--- src/verilog/mojo_pkg.sv ---
package mojo_pkg;

  // ======================================================================
  // widths with a meaning
  // ======================================================================
  typedef logic [10:0] coord_t;   // pixel or line count
  typedef logic [7:0]  frame_t;   // frame count
  typedef logic [2:0]  rgb_t;     // {r, g, b}

  // position of the current pixel, all fields from the same counter state
  typedef struct packed {
    coord_t x;
    coord_t y;
    logic   active;
    logic   frame_start;
  } vga_pos_t;

  // ======================================================================
  // status transmitter states
  // ======================================================================
  typedef enum logic [1:0] {
    IDLE,
    START,
    DATA,
    STOP
  } uart_state_t;

endpackage

--- src/verilog/main.sv ---
module main #(
  parameter int H_ACTIVE     = 640,
  parameter int H_FRONT      = 16,
  parameter int H_SYNC       = 96,
  parameter int H_BACK       = 48,
  parameter int V_ACTIVE     = 480,
  parameter int V_FRONT      = 10,
  parameter int V_SYNC       = 2,
  parameter int V_BACK       = 33,
  parameter int CLKS_PER_BIT = 434
) (
  input  logic             clk,
  input  logic             reset,
  input  logic             avr_rx_busy,
  output mojo_pkg::frame_t led,
  output logic             avr_rx,
  output mojo_pkg::rgb_t   rgb,
  output logic             hs,
  output logic             vs,
  inout  wire  [7:0]       sdram_dq,
  output logic             sdram_clk,
  output logic             sdram_cle,
  output logic             sdram_dqm,
  output logic             sdram_cs,
  output logic             sdram_we,
  output logic             sdram_cas,
  output logic             sdram_ras,
  output logic [1:0]       sdram_ba,
  output logic [12:0]      sdram_a,
  output logic             spi_miso,
  output logic [3:0]       spi_channel
);

  import mojo_pkg::*;

  vga_pos_t pos;
  logic     hs_raw;
  logic     vs_raw;
  frame_t   frame_cnt;
  frame_t   frame_cur;

  // count including a frame start in this cycle, so pixel (0,0) and the
  // status byte see the same value as led during the rest of the frame
  assign frame_cur = pos.frame_start ? frame_cnt + 1'b1 : frame_cnt;
  assign led       = frame_cnt;

  // ======================================================================
  // frame counter and sync delay
  // ======================================================================
  always_ff @(posedge clk) begin
    if (reset) begin
      frame_cnt <= '0;
      hs        <= 1'b1;
      vs        <= 1'b1;
    end else begin
      frame_cnt <= frame_cur;
      hs        <= hs_raw;  // match pattern_gen latency
      vs        <= vs_raw;
    end
  end

  vga_timing #(
    .H_ACTIVE(H_ACTIVE), .H_FRONT(H_FRONT), .H_SYNC(H_SYNC), .H_BACK(H_BACK),
    .V_ACTIVE(V_ACTIVE), .V_FRONT(V_FRONT), .V_SYNC(V_SYNC), .V_BACK(V_BACK)
  ) timing (
    .clk(clk), .reset(reset), .pos(pos), .hs(hs_raw), .vs(vs_raw)
  );

  pattern_gen pattern (
    .clk(clk), .reset(reset), .pos(pos), .frame(frame_cur), .rgb(rgb)
  );

  status_uart #(.CLKS_PER_BIT(CLKS_PER_BIT)) status (
    .clk(clk), .reset(reset), .frame_start(pos.frame_start), .frame(frame_cur),
    .busy(avr_rx_busy), .tx(avr_rx)
  );

  // sdram idle, deselected NOP; dq left floating
  assign sdram_clk = ~clk;
  assign sdram_cle = 1'b0;
  assign sdram_dqm = 1'b1;
  assign sdram_cs  = 1'b1;
  assign sdram_we  = 1'b1;
  assign sdram_cas = 1'b1;
  assign sdram_ras = 1'b1;
  assign sdram_ba  = '0;
  assign sdram_a   = '0;

  assign spi_miso    = 1'b0;
  assign spi_channel = 4'hf;  // no adc channel

endmodule

--- src/verilog/pattern_gen.sv ---
module pattern_gen (
  input  logic               clk,
  input  logic               reset,
  input  mojo_pkg::vga_pos_t pos,
  input  mojo_pkg::frame_t   frame,
  output mojo_pkg::rgb_t     rgb
);

  import mojo_pkg::*;

  rgb_t bars;

  // colour bars from x, blue band flips with frame parity
  always_comb begin
    bars[2] = pos.x[3];             // r
    bars[1] = pos.x[4];             // g
    bars[0] = pos.y[3] ^ frame[0];  // b
  end

  // ======================================================================
  // output register, one cycle behind pos
  // ======================================================================
  always_ff @(posedge clk) begin
    if (reset) begin
      rgb <= '0;
    end else if (pos.active) begin
      rgb <= bars;
    end else begin
      rgb <= '0;  // blanking
    end
  end

endmodule

--- src/verilog/status_uart.sv ---
module status_uart #(
  parameter int CLKS_PER_BIT = 434
) (
  input  logic             clk,
  input  logic             reset,
  input  logic             frame_start,
  input  mojo_pkg::frame_t frame,
  input  logic             busy,
  output logic             tx
);

  import mojo_pkg::*;

  localparam int TIMER_W = $clog2(CLKS_PER_BIT + 1);
  localparam logic [TIMER_W-1:0] BIT_LAST = TIMER_W'(CLKS_PER_BIT - 1);

  uart_state_t        state;
  logic [TIMER_W-1:0] bit_timer;
  logic [2:0]         bit_idx;
  frame_t             shift;
  frame_t             pend_byte;  // latest count not yet sent
  logic               pending;

  wire bit_done = (bit_timer == BIT_LAST);

  // ======================================================================
  // 8N1 transmitter
  // ======================================================================
  always_ff @(posedge clk) begin
    if (reset) begin
      state     <= IDLE;
      bit_timer <= '0;
      bit_idx   <= '0;
      pending   <= 1'b0;
      tx        <= 1'b1;
    end else begin
      bit_timer <= bit_done ? '0 : bit_timer + 1'b1;
      case (state)
        IDLE: begin
          bit_timer <= '0;
          if (pending && !busy) begin  // busy only matters here
            shift   <= pend_byte;
            pending <= 1'b0;
            tx      <= 1'b0;           // start bit
            state   <= START;
          end
        end
        START: if (bit_done) begin
          bit_idx <= '0;
          tx      <= shift[0];
          state   <= DATA;
        end
        DATA: if (bit_done) begin
          shift   <= shift >> 1;
          bit_idx <= bit_idx + 1'b1;
          if (bit_idx == 3'd7) begin
            tx    <= 1'b1;  // stop bit
            state <= STOP;
          end else begin
            tx <= shift[1];
          end
        end
        STOP: if (bit_done) state <= IDLE;
        default: state <= IDLE;
      endcase
      // newer frame wins over a pending one
      if (frame_start) begin
        pending   <= 1'b1;
        pend_byte <= frame;
      end
    end
  end

endmodule

--- src/verilog/vga_timing.sv ---
module vga_timing #(
  parameter int H_ACTIVE = 640,
  parameter int H_FRONT  = 16,
  parameter int H_SYNC   = 96,
  parameter int H_BACK   = 48,
  parameter int V_ACTIVE = 480,
  parameter int V_FRONT  = 10,
  parameter int V_SYNC   = 2,
  parameter int V_BACK   = 33
) (
  input  logic               clk,
  input  logic               reset,
  output mojo_pkg::vga_pos_t pos,
  output logic               hs,
  output logic               vs
);

  import mojo_pkg::*;

  localparam coord_t H_LAST   = coord_t'(H_ACTIVE + H_FRONT + H_SYNC + H_BACK - 1);
  localparam coord_t V_LAST   = coord_t'(V_ACTIVE + V_FRONT + V_SYNC + V_BACK - 1);
  localparam coord_t HS_START = coord_t'(H_ACTIVE + H_FRONT);
  localparam coord_t HS_END   = coord_t'(H_ACTIVE + H_FRONT + H_SYNC);
  localparam coord_t VS_START = coord_t'(V_ACTIVE + V_FRONT);
  localparam coord_t VS_END   = coord_t'(V_ACTIVE + V_FRONT + V_SYNC);

  coord_t x_cnt;
  coord_t y_cnt;

  // ======================================================================
  // raster counters
  // ======================================================================
  always_ff @(posedge clk) begin
    if (reset) begin
      x_cnt <= '0;
      y_cnt <= '0;
    end else if (x_cnt == H_LAST) begin
      x_cnt <= '0;
      if (y_cnt == V_LAST) y_cnt <= '0;
      else                 y_cnt <= y_cnt + 1'b1;  // next line
    end else begin
      x_cnt <= x_cnt + 1'b1;
    end
  end

  // ======================================================================
  // registered position and sync, all from the same counter state
  // ======================================================================
  always_ff @(posedge clk) begin
    if (reset) begin
      pos <= '0;
      hs  <= 1'b1;  // inactive
      vs  <= 1'b1;
    end else begin
      pos.x           <= x_cnt;
      pos.y           <= y_cnt;
      pos.active      <= (x_cnt < coord_t'(H_ACTIVE)) && (y_cnt < coord_t'(V_ACTIVE));
      pos.frame_start <= (x_cnt == '0) && (y_cnt == '0);
      // negative polarity sync pulses
      hs <= !((x_cnt >= HS_START) && (x_cnt < HS_END));
      vs <= !((y_cnt >= VS_START) && (y_cnt < VS_END));
    end
  end

endmodule
--- config.mk ---
export PLATFORM = sky130hd
export DESIGN_NAME = main
export DESIGN_NICKNAME = d
export VERILOG_FILES = /design/src/verilog/mojo_pkg.sv /design/src/verilog/main.sv /design/src/verilog/pattern_gen.sv /design/src/verilog/status_uart.sv /design/src/verilog/vga_timing.sv
export SDC_FILE = /design/constraint.sdc
export NUM_CORES = 1
export LEC_CHECK = 0
export BUFFER_PORTS_ARGS = -buffer_cell sky130_fd_sc_hd__buf_2
export CAP_MARGIN = 10
export CORE_UTILIZATION = 61
export CTS_CLUSTER_DIAMETER = 100
export DETAILED_ROUTE_END_ITERATION = 6
export GPL_ROUTABILITY_DRIVEN = 0
export HOLD_SLACK_MARGIN = 0.08
export PLACE_DENSITY = 0.95
export SLEW_MARGIN = 20
export SYNTH_ARGS = -nofsm -noshare
export SYNTH_HDL_FRONTEND = slang
export SYNTH_SLANG_ARGS = --single-unit
--- constraint.sdc ---
create_clock -name clk -period 2.9 [get_ports clk]
set_input_delay 0.29 -clock clk [delete_from_list [all_inputs] [get_ports clk]]
set_output_delay 0.29 -clock clk [all_outputs]
set_load 0.02 [all_outputs]
==> results.json <==
{
  "grt_antenna_before_repair": 0,
  "antenna_left": 0,
  "wl_met1_um": 2870,
  "final_core_util": 0.680,
  "rsz0062_at_grt": "no",
  "fin_tns_setup_ps": 0,
  "vdd_drop_max_mv": 0.453,
  "max_cap_viol_count": 0,
  "setup_viol": 0,
  "crit_arrival_ps": 1980,
  "met3_length_um": 222,
  "wl_per_cell_um": 15.4,
  "clockBufferDepth": 2,
  "syn_inst": 352,
  "untimed_endpoints": 8,
  "slew_headroom": 0.531,
  "dr.max_layer_used": "met4",
  "crit_path_end_kind": "primary output",
  "cp-startpoint": "clk",
  "drtIter0Drc": 140,
  "cts-resized-gates": 0,
  "cts_setup_buffers": 0,
  "final_common_cell": "dfxtp_1",
  "r2r_start": "status.state[0]",
  "synth_cell_types": 56,
  "dp_cells": 430,
  "grt_pass1_wl_um": 11400,
  "dp_slack_ps": 831,
  "root_buffer": "clkbuf_8",
  "dp_hpwl_um": 4820,
  "clk_pin_slew_ps": 80,
  "via_per_inst": 5.59,
  "whs_ps": 304,
  "final_cells": 446,
  "worst_slew_pin_slew_ps": 696,
  "status": "finished clean",
  "setup_ws_ps": 631,
  "gr-total-overflow": 0,
  "dr_total_vias": 2495,
  "die_h_um": 77.7,
  "ys_seq_elements": 74,
  "cp_max_fo": 13,
  "grt_pass1_vias": 2408,
  "power_density_mw_per_mm2": 655,
  "area_delta_synth_final_pct": 7.01,
  "cp.required_ps": 2610,
  "maxSlewViolCount": 0,
  "drive_above_1_share": 0.155,
  "drt-pass1-iter-count": 4,
  "core_area_mm2": 0.00551,
  "cts_max_level": 3,
  "path_class": "clk -> out",
  "wl_um": 6880,
  "std_cell_rows": 27,
  "final_cell_mix": "dfxtp_1, nor2_1, conb_1",
  "cts_hold_buf": 0,
  "clkLatencyLatePin_ps": 350,
  "portBuffers": 17,
  "met2WireLength_um": 3540,
  "yosysWarnings": 0,
  "holdCritStartpoint": "avr_rx_busy",
  "die-area_mm2": 0.00604,
  "fin_nets": 393,
  "p_leak_nw": 1.43,
  "ioPinCount": 52,
  "start_util": 0.635,
  "hold_class": "in -> reg",
  "cts_tree": "yes",
  "start_kind": "clock port",
  "drc": 0,
  "fin_skew_ps": 5.82,
  "grt_max_degree": 26,
  "fp.dieW_um": 77.7,
  "yosysSeqAreaShare": 0.469,
  "syn_area_mm2": 0.00350,
  "hold_viol": 0,
  "syn_avg_cell_area_um2": 9.93,
  "antenna_cells": 0,
  "track_usage": 0.248,
  "cts_inserted_buffers": 9
}
==> metal layers <==
metal / global-route usage / up-vias
li1: - / 1207
met1: 0.275 / 1205
met2: 0.433 / 64
met3: 0.0518 / 19
met4: 0.151 / 0
met5: 0 / -
==> state kept, by name, indices dropped and copies added (netlist names) <==
| name | count |
|---|---|
| timing.hs | 1 |
| hs | 1 |
| timing.vs | 1 |
| timing.y_cnt | 11 |
| status.state | 2 |
| timing.x_cnt | 11 |
| status.pending | 1 |
| vs | 1 |
| timing.pos | 5 |
| status.tx | 1 |
| status.shift | 8 |
| status.pend_byte | 8 |
| pattern.rgb | 3 |
| status.bit_idx | 3 |
| led | 8 |
| status.bit_timer | 9 |
==> synthesized netlist by cell type, drive strengths merged <==
library cell,instances,area share
o21a,1,0.0021
a31oi,1,0.0018
a31o,2,0.0050
dfxtp,58,0.33
nand3b,2,0.0043
nand2,23,0.025
a21oi,10,0.014
nor4bb,1,0.0029
mux2,9,0.029
or4,6,0.013
a41o,1,0.0029
nand4,8,0.025
nor2,31,0.038
and4,2,0.0057
nand3,18,0.027
o21ba,1,0.0029
and3,8,0.015
inv,16,0.017
or2,4,0.0072
and4b,1,0.0029
clkbuf,6,0.0064
buf,29,0.062
ha,13,0.047
clkinv,1,0.0011
nor2b,6,0.011
o211a,1,0.0029
a211o,2,0.0050
nor3,8,0.011
o21ai,8,0.013
nand2b,3,0.0054
xnor2,17,0.043
edfxtp,16,0.14
nor4,4,0.0072
a21o,1,0.0021
o31ai,6,0.013
xor2,7,0.018
o221ai,1,0.0025
conb,2,0.0021
o41ai,1,0.0047
nand4b,1,0.0025
and4bb,1,0.0047
mux2i,1,0.0029
and2,8,0.014
or3,6,0.011
==> stage by stage <==
stage | power, mW | area (um2)
2_1_floorplan | 1.49 | 3590
3_3_place_gp | 1.53 | 3520
4_1_cts | 2.46 | 3740
3_5_place_dp | 1.58 | 3520
6_report | 2.45 | 3740
5_1_grt | 2.54 | 3740
==> where the power goes <==
group	total, mW	internal, mW	switching, mW
clock network	0.912	0.497	0.414
registers	1.16	1.12	0.0423
logic	0.379	0.118	0.261
total	2.45	1.73	0.717
==> cell families after synthesis <==
logic type / share of synthesized area
simple gates: 0.232
fa+ha+maj: 0.0465
flops: 0.469
mux: 0.0318
xor+xnor: 0.0601
compound gates: 0.0716
other cells: 0.00215
buf+inv: 0.0862
==> worst max-delay path, cell delays in order <==
cell      delay, ps
clkbuf_8        160
clkbuf_8        170
inv_1            50
buf_2           150
==> path summary, 6_finish.rpt <==
path	end	slack, ps	cells after the start
worst max-delay path	sdram_clk	630	4
worst min-delay path	status.pending	300	4
worst min register to register	vs	410	1
worst max register to register	status.state[0]	790	6
==> cell type report <==
class	instances	area [um2]
Timing Repair Buffer	16	80.1
Inverter	16	60.1
Clock buffer	11	133
Multi-Input combinational cell	250	1640
Tap cell	72	90.1
Fill cell	385	1760
Sequential cell	74	1640
Clock inverter	7	93.8
(Power assumes the default switching activity.)
